===== src/common/dcache_pkg.sv =====
`default_nettype none

package dcache_pkg;

    // ==============================
    // Cache geometry
    // ==============================

    // One direct-mapped line
    localparam int LINE_BYTES = 8;

    // Bus beats per burst, one byte each
    localparam int BEAT_COUNT = 8;

    // ==============================
    // Address and data types
    // ==============================

    // CPU data port covers 32 KB
    typedef logic [14:0] dm_addr_t;

    // External bus covers 64 KB
    typedef logic [15:0] bus_addr_t;

    // Upper 12 bits of a CPU address
    typedef logic [11:0] tag_t;

    // Byte within a line, also the beat index
    typedef logic [2:0] offset_t;

    typedef logic [7:0] byte_t;
    typedef logic [63:0] line_t;

    // Bus address MSB that selects the data half of external memory
    localparam logic DATA_REGION = 1'b1;

endpackage

`default_nettype wire


===== src/burst/burst_sequencer.sv =====
`timescale 1ns/1ps
`default_nettype none

module burst_sequencer (
    input  wire logic                  CLK,
    input  wire logic                  RES,
    input  wire logic                  miss_start,
    input  wire logic                  victim_valid,
    input  wire dcache_pkg::tag_t      victim_tag,
    input  wire dcache_pkg::tag_t      fill_tag,
    input  wire dcache_pkg::line_t     line_q,
    input  wire dcache_pkg::byte_t     bus_rdata,
    input  wire logic                  bus_rdy,
    output logic                       bus_req,
    output logic                       bus_write,
    output dcache_pkg::bus_addr_t      bus_addr,
    output dcache_pkg::byte_t          bus_wdata,
    output logic                       fill_done,
    output dcache_pkg::line_t          fill_line
);

    typedef enum logic [1:0] {
        PH_IDLE,
        PH_WBACK,
        PH_REFILL
    } phase_t;

    localparam dcache_pkg::offset_t LAST_BEAT = dcache_pkg::offset_t'(dcache_pkg::BEAT_COUNT - 1);

    phase_t                 phase;
    dcache_pkg::offset_t    beat;
    dcache_pkg::line_t      victim_line;
    dcache_pkg::tag_t       wb_tag;
    dcache_pkg::tag_t       rf_tag;
    logic                   beat_done;

    // A beat is taken when the bus is ready
    assign beat_done = bus_req && bus_rdy;

    // ==============================
    // Bus drive
    // ==============================

    // Address and data come from registers, so they hold through stalls
    always_comb
    begin
        bus_req   = 1'b0;
        bus_write = 1'b0;
        bus_addr  = '0;
        bus_wdata = '0;
        case (phase)
            PH_WBACK:
            begin
                bus_req   = 1'b1;
                bus_write = 1'b1;
                bus_addr  = {dcache_pkg::DATA_REGION, wb_tag, beat};
                bus_wdata = victim_line[8*beat +: 8];
            end
            PH_REFILL:
            begin
                bus_req  = 1'b1;
                bus_addr = {dcache_pkg::DATA_REGION, rf_tag, beat};
            end
            default:
            begin
                bus_req = 1'b0;
            end
        endcase
    end

    // ==============================
    // Phase and beat counter
    // ==============================

    always_ff @(posedge CLK or posedge RES)
    begin
        if (RES)
        begin
            phase     <= PH_IDLE;
            beat      <= '0;
            fill_done <= 1'b0;
        end
        else
        begin
            fill_done <= 1'b0;
            case (phase)
                PH_IDLE:
                begin
                    if (miss_start)
                    begin
                        // Clean start skips the write-back
                        phase <= victim_valid ? PH_WBACK : PH_REFILL;
                        beat  <= '0;
                    end
                end
                PH_WBACK:
                begin
                    if (beat_done && (beat == LAST_BEAT))
                    begin
                        phase <= PH_REFILL;
                        beat  <= '0;
                    end
                    else if (beat_done)
                        beat <= beat + 1'b1;
                end
                PH_REFILL:
                begin
                    if (beat_done && (beat == LAST_BEAT))
                    begin
                        phase     <= PH_IDLE;
                        beat      <= '0;
                        fill_done <= 1'b1;
                    end
                    else if (beat_done)
                        beat <= beat + 1'b1;
                end
                default:
                    phase <= PH_IDLE;
            endcase
        end
    end

    // Victim snapshot and line addresses at miss start
    always_ff @(posedge CLK)
    begin
        if ((phase == PH_IDLE) && miss_start)
        begin
            victim_line <= line_q;
            wb_tag      <= victim_tag;
            rf_tag      <= fill_tag;
        end
    end

    // Refill bytes land in beat order
    always_ff @(posedge CLK)
    begin
        if ((phase == PH_REFILL) && beat_done)
            fill_line[8*beat +: 8] <= bus_rdata;
    end

endmodule

`default_nettype wire


===== src/logic/dcache_top.sv =====
`timescale 1ns/1ps
`default_nettype none

module dcache_top (
    input  wire logic                  CLK,
    input  wire logic                  RES,
    // CPU data port
    input  wire logic                  dm_req,
    input  wire logic                  dm_write,
    input  wire dcache_pkg::dm_addr_t  dm_addr,
    input  wire dcache_pkg::byte_t     dm_wdata,
    output dcache_pkg::byte_t          dm_rdata,
    output logic                       dm_rdy,
    // External byte bus
    output logic                       bus_req,
    output logic                       bus_write,
    output dcache_pkg::bus_addr_t      bus_addr,
    output dcache_pkg::byte_t          bus_wdata,
    input  wire dcache_pkg::byte_t     bus_rdata,
    input  wire logic                  bus_rdy
);

    // Lookup to line store
    logic                   hit_op;
    logic                   op_write;
    dcache_pkg::offset_t    op_offset;
    dcache_pkg::byte_t      op_wdata;

    // Lookup to sequencer
    logic                   miss_start;
    logic                   victim_valid;
    dcache_pkg::tag_t       victim_tag;
    dcache_pkg::tag_t       fill_tag;

    // Sequencer back to lookup and line store
    logic                   fill_done;
    dcache_pkg::line_t      fill_line;

    // Resident line for write-back
    dcache_pkg::line_t      line_q;

    tag_lookup u_tag_lookup (
        .CLK          (CLK),
        .RES          (RES),
        .dm_req       (dm_req),
        .dm_write     (dm_write),
        .dm_addr      (dm_addr),
        .dm_wdata     (dm_wdata),
        .fill_done    (fill_done),
        .hit_op       (hit_op),
        .op_write     (op_write),
        .op_offset    (op_offset),
        .op_wdata     (op_wdata),
        .miss_start   (miss_start),
        .victim_valid (victim_valid),
        .victim_tag   (victim_tag),
        .fill_tag     (fill_tag)
    );

    burst_sequencer u_burst_sequencer (
        .CLK          (CLK),
        .RES          (RES),
        .miss_start   (miss_start),
        .victim_valid (victim_valid),
        .victim_tag   (victim_tag),
        .fill_tag     (fill_tag),
        .line_q       (line_q),
        .bus_rdata    (bus_rdata),
        .bus_rdy      (bus_rdy),
        .bus_req      (bus_req),
        .bus_write    (bus_write),
        .bus_addr     (bus_addr),
        .bus_wdata    (bus_wdata),
        .fill_done    (fill_done),
        .fill_line    (fill_line)
    );

    line_store u_line_store (
        .CLK          (CLK),
        .RES          (RES),
        .hit_op       (hit_op),
        .op_write     (op_write),
        .op_offset    (op_offset),
        .op_wdata     (op_wdata),
        .fill_done    (fill_done),
        .fill_line    (fill_line),
        .line_q       (line_q),
        .dm_rdata     (dm_rdata),
        .dm_rdy       (dm_rdy)
    );

endmodule

`default_nettype wire


===== src/logic/line_store.sv =====
`timescale 1ns/1ps
`default_nettype none

module line_store (
    input  wire logic                  CLK,
    input  wire logic                  RES,
    input  wire logic                  hit_op,
    input  wire logic                  op_write,
    input  wire dcache_pkg::offset_t   op_offset,
    input  wire dcache_pkg::byte_t     op_wdata,
    input  wire logic                  fill_done,
    input  wire dcache_pkg::line_t     fill_line,
    output dcache_pkg::line_t          line_q,
    output dcache_pkg::byte_t          dm_rdata,
    output logic                       dm_rdy
);

    dcache_pkg::line_t  line_d;
    dcache_pkg::line_t  merged;
    dcache_pkg::byte_t  rd_byte;

    assign line_q = line_d;

    // ==============================
    // Byte select and merge
    // ==============================

    always_comb
    begin
        rd_byte = '0;
        merged  = line_d;
        for (int i = 0; i < dcache_pkg::LINE_BYTES; i++)
        begin
            if (op_offset == dcache_pkg::offset_t'(i))
            begin
                rd_byte          = line_d[8*i +: 8];
                merged[8*i +: 8] = op_wdata;
            end
        end
    end

    // Refill replaces the whole line, a write hit changes one byte
    always_ff @(posedge CLK or posedge RES)
    begin
        if (RES)
            line_d <= '0;
        else if (fill_done)
            line_d <= fill_line;
        else if (hit_op && op_write)
            line_d <= merged;
    end

    // ==============================
    // CPU response
    // ==============================

    // One-cycle ready, read data zero on writes
    always_ff @(posedge CLK or posedge RES)
    begin
        if (RES)
        begin
            dm_rdy   <= 1'b0;
            dm_rdata <= '0;
        end
        else
        begin
            dm_rdy   <= hit_op;
            dm_rdata <= (hit_op && !op_write) ? rd_byte : '0;
        end
    end

endmodule

`default_nettype wire


===== src/logic/tag_lookup.sv =====
`timescale 1ns/1ps
`default_nettype none

module tag_lookup (
    input  wire logic                  CLK,
    input  wire logic                  RES,
    input  wire logic                  dm_req,
    input  wire logic                  dm_write,
    input  wire dcache_pkg::dm_addr_t  dm_addr,
    input  wire dcache_pkg::byte_t     dm_wdata,
    input  wire logic                  fill_done,
    output logic                       hit_op,
    output logic                       op_write,
    output dcache_pkg::offset_t        op_offset,
    output dcache_pkg::byte_t          op_wdata,
    output logic                       miss_start,
    output logic                       victim_valid,
    output dcache_pkg::tag_t           victim_tag,
    output dcache_pkg::tag_t           fill_tag
);

    typedef enum logic [1:0] {
        ST_IDLE,
        ST_HOLD,
        ST_MISS
    } state_t;

    state_t             state;
    dcache_pkg::tag_t   tag_q;
    logic               valid_q;
    dcache_pkg::tag_t   req_tag;
    logic               tag_match;

    assign req_tag   = dm_addr[14:3];
    assign tag_match = valid_q && (tag_q == req_tag);

    // ==============================
    // Request decode
    // ==============================

    // Only an idle lookup looks at the request
    assign hit_op     = (state == ST_IDLE) && dm_req && tag_match;
    assign miss_start = (state == ST_IDLE) && dm_req && !tag_match;

    // CPU holds these until dm_rdy, so they pass straight on
    assign op_write  = dm_write;
    assign op_offset = dm_addr[2:0];
    assign op_wdata  = dm_wdata;

    // Victim is the resident line, fill target is the held request
    assign victim_valid = valid_q;
    assign victim_tag   = tag_q;
    assign fill_tag     = req_tag;

    // Hold covers the dm_rdy cycle, when the old request is still up
    always_ff @(posedge CLK or posedge RES)
    begin
        if (RES)
        begin
            state <= ST_IDLE;
        end
        else
        begin
            case (state)
                ST_IDLE:
                begin
                    if (hit_op)
                        state <= ST_HOLD;
                    else if (miss_start)
                        state <= ST_MISS;
                end
                ST_HOLD:
                    state <= ST_IDLE;
                ST_MISS:
                begin
                    // Replay as a hit in the next cycle
                    if (fill_done)
                        state <= ST_IDLE;
                end
                default:
                    state <= ST_IDLE;
            endcase
        end
    end

    // Tag and valid follow the refill
    always_ff @(posedge CLK or posedge RES)
    begin
        if (RES)
        begin
            valid_q <= 1'b0;
            tag_q   <= '0;
        end
        else if (fill_done)
        begin
            valid_q <= 1'b1;
            tag_q   <= req_tag;
        end
    end

endmodule

`default_nettype wire


===== config.mk =====
export PLATFORM = sky130hd
export DESIGN_NAME = dcache_top
export DESIGN_NICKNAME = d
export VERILOG_FILES = /design/src/common/dcache_pkg.sv /design/src/burst/burst_sequencer.sv /design/src/logic/dcache_top.sv /design/src/logic/line_store.sv /design/src/logic/tag_lookup.sv
export SDC_FILE = /design/constraint.sdc
export NUM_CORES = 1
export LEC_CHECK = 0
export ABC_CLOCK_PERIOD_IN_PS = 10150
export BUFFER_PORTS_ARGS = -buffer_cell sky130_fd_sc_hd__buf_2
export CORE_ASPECT_RATIO = 0.9
export CORE_MARGIN = 10
export CORE_UTILIZATION = 40
export DETAILED_ROUTE_END_ITERATION = 10
export PLACE_DENSITY = 0.66
export SLEW_MARGIN = 0
export SYNTH_ARGS = -nofsm -noshare
export SYNTH_HDL_FRONTEND = slang
export SYNTH_SLANG_ARGS = --single-unit

===== constraint.sdc =====
create_clock -name CLK -period 10.15 [get_ports CLK]
set_input_delay 1.015 -clock CLK [delete_from_list [all_inputs] [get_ports CLK]]
set_output_delay 1.015 -clock CLK [all_outputs]
set_load 0.1 [all_outputs]

==> flow_metrics.env, run 1 <==
export IMPL_ir_drop_mv=0.116
export IMPL_grt_first_pass_wirelength_mm=42.1
export IMPL_crit_path_end_kind="primary output"
export IMPL_ios=71
export IMPL_die_area_mm2=0.0348
export IMPL_route_detailed_drc=0
export IMPL_cp_max_fo=23
export IMPL_synth_area_leaders="edfxtp_1 (41%), dfrtp_1 (21%), and2_1 (6.6%), mux4_2 (5.5%), a221o_1 (4.4%)"
export IMPL_synth_commonest_cells="edfxtp_1 (152), and2_1 (118), dfrtp_1 (94), a221o_1 (49), nand2_1 (29)"
export IMPL_fin_cells=1182
export IMPL_cp_slowest_cell="ha_1"
export IMPL_gp_congestion=0.832
export IMPL_crit_type="reg2out"
export IMPL_yosys_warnings=0
export IMPL_drt_iter0_drc=645
export IMPL_dpl_hpwl_mm=19.4
export IMPL_cellPowerDensity_mw_per_mm2=223
export IMPL_power_mw=2.79
export IMPL_p_leak_nw=5.03
export IMPL_clkLatencyLatePin_ns=0.52
export IMPL_cts_root_buf="clkbuf_16"
export IMPL_cts_repair_resized=0
export IMPL_worst_pin_slew_ns=1.18
export IMPL_syn_area_per_cell_um2=14.7
export IMPL_drive_gt1_share_pct=22.3
export IMPL_synth_most_common_cell="edfxtp_1"
export IMPL_layout_min_cycle_time_ns=3.91
export IMPL_cts_buffer_depth=3
export IMPL_drt_met1_wl_mm=12.8
export IMPL_critPathLaunchType="flop"
export IMPL_cts_htree_levels=1
export IMPL_cp_required_ns=9.14
export IMPL_hold_buffers=0
export IMPL_fp_dieW_um=196
export IMPL_wl_met2_mm=12.1
export IMPL_crit_path_cell_trace="inv_1 > ha_1 > nor2_1 > nor2b_1 > and2_1 > buf_2"
export IMPL_cp_arrival_ns=2.89
export IMPL_synth_cell_types=55
export IMPL_finalSetupTns_ns=0
export IMPL_yosys_area_top_type="edfxtp_1"
export IMPL_fillers=2332
export IMPL_start_util_pct=40.9
export IMPL_rows=57
export IMPL_route_vias_total=6621
export IMPL_cts_tree="done"
export IMPL_synth_top_flop_cell="edfxtp_1"
export IMPL_top_layer="met5"
export IMPL_clock_sinks=246
export IMPL_final_nets=855
export IMPL_portBuffers=70
export IMPL_vias_per_cell=5.60
export IMPL_final_core_util_pct=46.2
export IMPL_coreArea_mm2=0.0272
export IMPL_antenna_found_initial=4
export IMPL_detail_route_wl_per_cell_um=23.2
export IMPL_dr_pass1_iters=5
export IMPL_first_global_vias=6649
export IMPL_dp_cells=1134
export IMPL_syn_to_final_growth_pct=13.0
export IMPL_fin_skew_ns=0.00961
export IMPL_cts_reportedPaths_clkPinSlew_ns=0.06
export IMPL_syn_area_mm2=0.0111
export IMPL_routed_wl_mm=27.4
export IMPL_met3_length_mm=2.06
export IMPL_fin_area_mm2=0.0125
export IMPL_cap_violations=0
export IMPL_setup_violations=0
export IMPL_synth_edf_count=152
export IMPL_ys_async_sr_fraction_pct=38.2
export IMPL_r2r_slack_ns=6.61
export IMPL_slew_headroom_pct=21.4
export IMPL_die_y_um=178
export IMPL_numCtsBuffers=26
export IMPL_synth_top_area_share_pct=41.1
export IMPL_max_clock_freq_mhz=256
export IMPL_n_antenna_cell=0
export IMPL_grt_overflow_total=0
export IMPL_finalMaxSlewViolations=0
export IMPL_min_path_type="in2async"
export IMPL_placed_cell_area_mm2=0.0116
export IMPL_yosys_register_bits=246
export IMPL_grt_max_degree=89
export IMPL_netlist_instances=755
export IMPL_ant_nets=0
export IMPL_hold_viol_final=0
export IMPL_cp_slowest_stage_delay_ns=0.86
export IMPL_rsz0062_at_grt="false"
export IMPL_grt_usage_pct=15.4
export IMPL_fin_crit_sh_pct=38.5
export IMPL_syn_nets=802
export IMPL_cts_setup_buffers=0
export IMPL_outcome="completed"
export IMPL_yosysSeqAreaShare_pct=62.3
critical path, delay by kind of cell (launching register included):
kind | cells | cell delay (ns)
AND/OR/NAND/NOR | 3 | 0.60
adder cells (fa/ha/maj) | 1 | 0.86
buffers and inverters | 2 | 0.52
flip-flops | 1 | 0.40
cell usage in the layout, fill, tap and decap left out, types with 15 or more instances in the layout:
cell type and n:
mux4_2 27, and2_1 117, nor2b_1 19, a22o_1 16
buf_2 70, a21o_1 15, clkbuf_16 28, nand2_1 29
edfxtp_1 152, a221o_1 49, nor2_1 19, dfrtp_1 93
report_power, final:
| group | internal, mW | switching [mW] | leakage [nW] |
|---|---|---|---|
| Clock | 0.606 | 0.377 | 0.445 |
| Sequential | 1.15 | 0.0675 | 2.71 |
| Combinational | 0.193 | 0.401 | 1.88 |
final cells by class:
cell class                      instances  area (um^2)  share of cell area [%]
Sequential cell                       246         6920                    55.1
Multi-Input combinational cell        450         3860                    30.8
Clock buffer                           37          774                    6.17
Tap cell                              354          443                    3.53
Timing Repair Buffer                   74          380                    3.03
Clock inverter                         11          130                    1.04
Inverter                               10         40.0                   0.319
final timing paths:
path,startpoint,to,cells past startpoint
max in group asynchronous,RES,u_line_store.line_q[44]$_DFFE_PP0P_,3
min,RES,u_line_store.dm_rdata[0]$_DFF_PP0_,2
min reg2reg,u_line_store.line_q[0]$_DFFE_PP0P_,u_burst_sequencer.victim_line[0]$_DFFE_PP_,0
max reg2reg,u_burst_sequencer.beat[1]$_DFFE_PP0P_,u_burst_sequencer.fill_line[32]$_DFFE_PP_,6
max,u_burst_sequencer.phase[1]$_DFFE_PP0P_,bus_addr[1],6
min in group CLK,u_line_store.line_q[0]$_DFFE_PP0P_,u_burst_sequencer.victim_line[0]$_DFFE_PP_,0
registers in the layout, summed over array words and instances, names as in the netlist:
| name | count |
|---|---|
| u_burst_sequencer.beat | 3 |
| u_burst_sequencer.fill_done | 1 |
| u_burst_sequencer.fill_line | 64 |
| u_burst_sequencer.phase | 2 |
| u_burst_sequencer.rf_tag | 12 |
| u_burst_sequencer.victim_line | 64 |
| u_burst_sequencer.wb_tag | 12 |
| u_line_store.dm_rdata | 8 |
| u_line_store.dm_rdy | 1 |
| u_line_store.line_q | 64 |
| u_tag_lookup.state | 2 |
| u_tag_lookup.victim_tag | 12 |
| u_tag_lookup.victim_valid | 1 |
through the flow:
stage                     setup slack, ns  hold WS (ns)
after floorplan                      5.31         0.439
after global placement               6.64         0.466
after detailed placement             6.57         0.467
after CTS                            6.25         0.420
after global routing                 6.09         0.430
final                                6.24         0.423
cell families after synthesis:
kind of cell    Yosys count  synth area share (%)
simple gates            248                  13.3
flops                   246                  62.3
compound gates          124                  10.9
buf+inv                  59                  3.04
mux                      55                  8.15
xor+xnor                 12                  1.01
fa+ha+maj                11                  1.24
layer usage:
layer	GRT usage [%]	vias up
li1	-	2985
met1	22.4	3356
met2	23.0	240
met3	3.36	32
met4	3.43	8
met5	0	-
Note: power is estimated with default switching activity, not from simulation.
==> inputs of run 2 (changes only) <==
--- a/config.mk
+++ b/config.mk
@@ -5,7 +5,7 @@
 export SDC_FILE = /design/constraint.sdc
 export NUM_CORES = 1
 export LEC_CHECK = 0
-export ABC_CLOCK_PERIOD_IN_PS = 10150
+export ABC_CLOCK_PERIOD_IN_PS = 3900
 export BUFFER_PORTS_ARGS = -buffer_cell sky130_fd_sc_hd__buf_2
 export CORE_ASPECT_RATIO = 0.9
 export CORE_MARGIN = 10
==> constraint.sdc (replaced) <==
create_clock -name CLK -period 3.9 [get_ports CLK]
set_input_delay 0.39 -clock CLK [delete_from_list [all_inputs] [get_ports CLK]]
set_output_delay 0.39 -clock CLK [all_outputs]
set_load 0.1 [all_outputs]
==> run 2 against run 1 <==
- clock power rose by 140%
- critical path depth fell by 1
- cell area fell by 0.26%
- register-to-register slack got worse by 5.6 ns
- sequential power rose to 2.6 times the previous value
- clock skew barely moved
- total power rose to 2.5 times the previous value
- first-iteration DRC count rose by 1.6%
- count of clock-buffer cells in the layout rose by 2
==> flow_metrics.env, run 2 (synthesis results as in run 1) <==
export IMPL_fin_crit_sh_pct=78.0
export IMPL_hold_ws_ns=0.0799
export IMPL_dp_worst_setup_slack_ns=0.912
export IMPL_rows=57
export IMPL_detail_route_wl_per_cell_um=22.7
export IMPL_die_y_um=178
export IMPL_cts_repair_resized=0
export IMPL_grt_usage_pct=15.2
export IMPL_grt_max_degree=89
export IMPL_rsz0062_at_grt="false"
export IMPL_layout_min_cycle_time_ns=3.04
export IMPL_cap_violations=0
export IMPL_outcome="completed"
export IMPL_ant_nets=0
export IMPL_cp_max_fo=19
export IMPL_antenna_found_initial=5
export IMPL_numCtsBuffers=25
export IMPL_cp_arrival_ns=2.65
export IMPL_grtUsageMet2_pct=22.7
export IMPL_crit_type="reg2out"
export IMPL_drive_gt1_share_pct=22.9
export IMPL_layout_commonest_cell="edfxtp_1"
export IMPL_timing_final_ws_setup_ns=0.858
export IMPL_fin_area_mm2=0.0125
export IMPL_start_util_pct=40.9
export IMPL_power_mw=7.08
export IMPL_fillers=2332
export IMPL_cts_reportedPaths_clkPinSlew_ns=0.06
export IMPL_dp_cells=1141
export IMPL_ir_drop_mv=0.344
export IMPL_grt_use_met3_pct=3.19
export IMPL_syn_to_final_growth_pct=12.7
export IMPL_final_core_util_pct=46.1
export IMPL_cts_setup_buffers=0
export IMPL_finalMaxSlewViolations=0
export IMPL_multi_input_area_mm2=0.00386
export IMPL_mostFrequentLayoutCells="edfxtp_1 (152), and2_1 (117), dfrtp_1 (93)"
export IMPL_cellPowerDensity_mw_per_mm2=566
export IMPL_grt_first_pass_wirelength_mm=41.4
export IMPL_cts_root_buf="clkbuf_16"
export IMPL_cts_htree_levels=1
export IMPL_ios=71
export IMPL_gp_congestion=0.822
export IMPL_portBuffers=70
export IMPL_fin_skew_ns=0.00953
export IMPL_finalSetupTns_ns=0
export IMPL_p_leak_nw=5.03
export IMPL_fin_cells=1187
export IMPL_cp_slowest_cell="ha_1"
export IMPL_clkLatencyLatePin_ns=0.52
export IMPL_grt_overflow_total=0
export IMPL_min_path_type="in2async"
export IMPL_busiest_layer="met2"
export IMPL_crit_path_cell_trace="inv_1 > ha_1 > nor2b_1 > and2_1 > buf_2"
export IMPL_route_vias_total=6603
export IMPL_cp_required_ns=3.51
export IMPL_worst_pin_slew_ns=1.13
export IMPL_routed_wl_mm=26.9
export IMPL_hold_buffers=0
export IMPL_cp_slowest_stage_delay_ns=0.64
export IMPL_n_antenna_cell=0
export IMPL_max_clock_freq_mhz=329
export IMPL_vias_per_cell=5.56
export IMPL_cts_buffer_depth=3
export IMPL_final_nets=861
export IMPL_register_area_mm2=0.00692
export IMPL_drt_iter0_drc=655
export IMPL_coreArea_mm2=0.0272
export IMPL_fp_dieW_um=196
export IMPL_dr_pass1_iters=4
export IMPL_route_detailed_drc=0
export IMPL_met1_usage_pct=21.7
export IMPL_setup_violations=0
export IMPL_placed_cell_area_mm2=0.0117
export IMPL_first_global_vias=6538
export IMPL_crit_path_end_kind="primary output"
export IMPL_clock_sinks=246
export IMPL_dpl_hpwl_mm=19.3
export IMPL_cts_tree="done"
export IMPL_critPathLaunchType="flop"
export IMPL_slew_headroom_pct=24.3
export IMPL_hold_viol_final=0
export IMPL_die_area_mm2=0.0348
==> run 2: layer usage <==
| metal | share of wire, % | routed length (um) | vias up |
|---|---|---|---|
| met5 | 0.22 | 59 | - |
| met4 | 2.3 | 609 | 10 |
| met3 | 7.3 | 1980 | 43 |
| met2 | 44 | 11900 | 226 |
| met1 | 46 | 12400 | 3327 |
| li1 | - | - | 2997 |
==> run 2: cell type report <==
type | count | area share (%)
well taps | 354 | 3.54
multi-input cells | 450 | 30.9
inverters | 10 | 0.320
repair buffers | 81 | 3.46
clock buffers | 39 | 6.26
flip-flops and latches | 246 | 55.3
clock inverters | 7 | 0.290
==> run 2: power by group <==
| part | internal (mW) | switching [mW] | leakage, nW |
|---|---|---|---|
| combinational | 0.519 | 1.10 | 1.91 |
| clock | 1.38 | 0.970 | 0.411 |
| sequential | 2.99 | 0.131 | 2.71 |
==> run 2: worst max-delay path, delay by kind of cell, from the launching register on <==
kind / cells / cell delay [ns]
adder cells (fa/ha/maj): 1 / 0.64
buffers and inverters: 2 / 0.51
AND/OR/NAND/NOR: 2 / 0.52
flip-flops: 1 / 0.45
==> run 2: path summary, 6_finish.rpt <==
check                                                        from                                           to  slack, ns  cells after the start
min in group CLK                                      dm_addr[12]        u_burst_sequencer.rf_tag[9]$_DFFE_PP_       0.08                      1
hold reg to reg               u_line_store.line_q[60]$_DFFE_PP0P_  u_burst_sequencer.victim_line[60]$_DFFE_PP_       0.48                      0
setup reg to reg           u_tag_lookup.victim_tag[9]$_DFFE_PP0P_  u_burst_sequencer.victim_line[54]$_DFFE_PP_       1.01                      5
setup / recovery           u_burst_sequencer.phase[0]$_DFFE_PP0P_                                  bus_addr[1]       0.86                      5
hold / removal                                                RES           u_line_store.dm_rdata[4]$_DFF_PP0_       0.08                      2
max in group asynchronous                                     RES          u_line_store.line_q[60]$_DFFE_PP0P_       2.93                      3
==> inputs of run 3 (changes only) <==
--- a/config.mk
+++ b/config.mk
@@ -5,7 +5,7 @@
 export SDC_FILE = /design/constraint.sdc
 export NUM_CORES = 1
 export LEC_CHECK = 0
-export ABC_CLOCK_PERIOD_IN_PS = 3900
+export ABC_CLOCK_PERIOD_IN_PS = 2900
 export BUFFER_PORTS_ARGS = -buffer_cell sky130_fd_sc_hd__buf_2
 export CORE_ASPECT_RATIO = 0.9
 export CORE_MARGIN = 10
==> constraint.sdc (replaced) <==
create_clock -name CLK -period 2.9 [get_ports CLK]
set_input_delay 0.29 -clock CLK [delete_from_list [all_inputs] [get_ports CLK]]
set_output_delay 0.29 -clock CLK [all_outputs]
set_load 0.1 [all_outputs]
==> run 3 against run 2 <==
- setup slack got worse by 0.62 ns
- total power grew 39%
- utilization increased by 1.9 points
- cell count increased by 2.8%
- die area is the same
- sequential cell count stayed put
- count of clock-buffer cells in the layout decreased by 6
- register-to-register slack worse by 0.59 ns
- first-iteration DRC count fell by 1.2%
- largest power group unchanged
==> flow_metrics.env, run 3 (synthesis results as in run 1) <==
export IMPL_cts_tree="done"
export IMPL_cap_violations=0
export IMPL_numCtsBuffers=26
export IMPL_route_detailed_drc=0
export IMPL_grt_max_degree=80
export IMPL_fp_dieW_um=196
export IMPL_cts_setup_buffers=0
export IMPL_outcome="completed"
export IMPL_fin_skew_ns=0.0144
export IMPL_cp_slowest_stage_delay_ns=0.44
export IMPL_route_vias_total=6741
export IMPL_critPathLaunchType="flop"
export IMPL_crit_path_end_kind="primary output"
export IMPL_crit_buf_inv=3
export IMPL_clock_sinks=246
export IMPL_cp_required_ns=2.61
export IMPL_cpLargestDelayFamily="buffers and inverters"
export IMPL_slew_headroom_pct=31.4
export IMPL_detail_route_wl_per_cell_um=23.1
export IMPL_rsz0062_at_grt="false"
export IMPL_pwr_share_clk_pct=34.2
export IMPL_cellPowerDensity_mw_per_mm2=757
export IMPL_pwr_share_comb_pct=23.4
export IMPL_p_sw_share_pct=31.1
export IMPL_finalMaxSlewViolations=0
export IMPL_hold_ws_ns=0.170
export IMPL_cts_repair_resized=0
export IMPL_portBuffers=70
export IMPL_max_clock_freq_mhz=375
export IMPL_mostFrequentLayoutCells="edfxtp_1 (152), and2_1 (117), dfrtp_1 (93)"
export IMPL_coreArea_mm2=0.0272
export IMPL_dpl_hpwl_mm=20.2
export IMPL_r2r_slack_ns=0.42
export IMPL_worst_pin_slew_ns=1.02
export IMPL_fin_crit_sh_pct=91.9
export IMPL_die_area_mm2=0.0348
export IMPL_met3_length_mm=1.94
export IMPL_cp_slowest_cell="dfrtp_1"
export IMPL_die_y_um=178
export IMPL_ir_drop_mv=0.452
export IMPL_cts_root_buf="clkbuf_16"
export IMPL_first_global_vias=6802
export IMPL_dr_pass1_iters=5
export IMPL_vias_per_cell=5.53
export IMPL_top_layer="met5"
export IMPL_cts_htree_levels=1
export IMPL_routed_wl_mm=28.2
export IMPL_wl_met2_mm=12.8
export IMPL_seqPwrFrac_pct=42.4
export IMPL_gp_congestion=0.820
export IMPL_rows=57
export IMPL_ant_nets=0
export IMPL_syn_to_final_growth_pct=17.4
export IMPL_drive_gt1_share_pct=26.2
export IMPL_power_mw=9.88
export IMPL_ios=71
export IMPL_grt_usage_pct=16.0
export IMPL_internal_power_mw=6.80
export IMPL_drt_met1_wl_mm=13.0
export IMPL_hold_buffers=13
export IMPL_cts_buffer_depth=3
export IMPL_fin_area_mm2=0.0130
export IMPL_grt_first_pass_wirelength_mm=43.3
export IMPL_layout_min_cycle_time_ns=2.67
export IMPL_hold_viol_final=0
export IMPL_start_util_pct=40.9
export IMPL_cp_max_fo=15
export IMPL_placed_cell_area_mm2=0.0120
export IMPL_layout_commonest_cell="edfxtp_1"
export IMPL_drt_iter0_drc=647
export IMPL_cts_reportedPaths_clkPinSlew_ns=0.06
export IMPL_antenna_found_initial=3
export IMPL_min_path_type="in2reg"
export IMPL_p_leak_nw=5.22
export IMPL_crit_path_cell_trace="inv_1 > ha_1 > buf_4 > a22oi_1 > nor2b_2 > buf_2"
export IMPL_setup_violations=0
export IMPL_clkLatencyLatePin_ns=0.53
export IMPL_switching_power_mw=3.08
export IMPL_crit_type="reg2out"
export IMPL_final_nets=891
export IMPL_grt_overflow_total=0
export IMPL_cp_arrival_ns=2.38
-- run 3: changes by cell type in the layout (fill, tap and decap cells not counted), sizes merged, moves of 2 or more --
cell,before,now
clkinv,6,8
clkinvlp,0,4
buf,81,97
dlygate4sd3,0,13
diode,0,2
clkbuf,39,33
bufinv,0,3
-- run 3: layout make-up --
cell class / instances / area, um^2
Antenna cell: 2 / 5.00
Clock buffer: 33 / 708
Clock inverter: 15 / 168
Fill cell: 2318 / 14100
Inverter: 10 / 40.0
Multi-Input combinational cell: 450 / 3920
Sequential cell: 246 / 6920
Tap cell: 354 / 443
Timing Repair Buffer: 110 / 841
-- run 3: power groups by stage --
stage	clock network (mW)	logic, mW	registers [mW]
6_report	3.38	2.31	4.19
5_1_grt	3.59	2.50	4.21
4_1_cts	3.42	2.33	4.18
3_5_place_dp	0	2.31	4.25
3_3_place_gp	0	2.29	4.24
2_1_floorplan	0	1.74	4.18
-- run 3: metal layers --
layer	track usage [%]	up-vias
li1	-	3060
met1	22.8	3435
met2	24.6	210
met3	3.34	32
met4	3.27	4
met5	0	-
-- run 3: final timing paths --
check | startpoint | end | cells past startpoint
max | u_burst_sequencer.phase[0]$_DFFE_PP0P_ | bus_addr[14] | 6
min | bus_rdy | u_burst_sequencer.fill_done$_DFF_PP0_ | 2
max reg2reg | u_tag_lookup.victim_tag[9]$_DFFE_PP0P_ | u_burst_sequencer.victim_line[54]$_DFFE_PP_ | 7
min reg2reg | u_line_store.line_q[14]$_DFFE_PP0P_ | u_burst_sequencer.victim_line[14]$_DFFE_PP_ | 0
max in group asynchronous | RES | u_line_store.line_q[5]$_DFFE_PP0P_ | 4
min in group asynchronous | RES | u_line_store.dm_rdata[2]$_DFF_PP0_ | 3
-- run 3: stage by stage --
stage | setup WS [ns] | cells | util [%] | TNS (ns)
after global routing | 0.154 | 1219 | 48.0 | 0
after global placement | 0.512 | 1157 | 44.3 | 0
after detailed placement | 0.463 | 1157 | 44.3 | 0
after CTS | 0.206 | 1218 | 48.0 | 0
final | 0.235 | 1220 | 48.0 | 0
after floorplan | -0.483 | 755 | - | -0.483
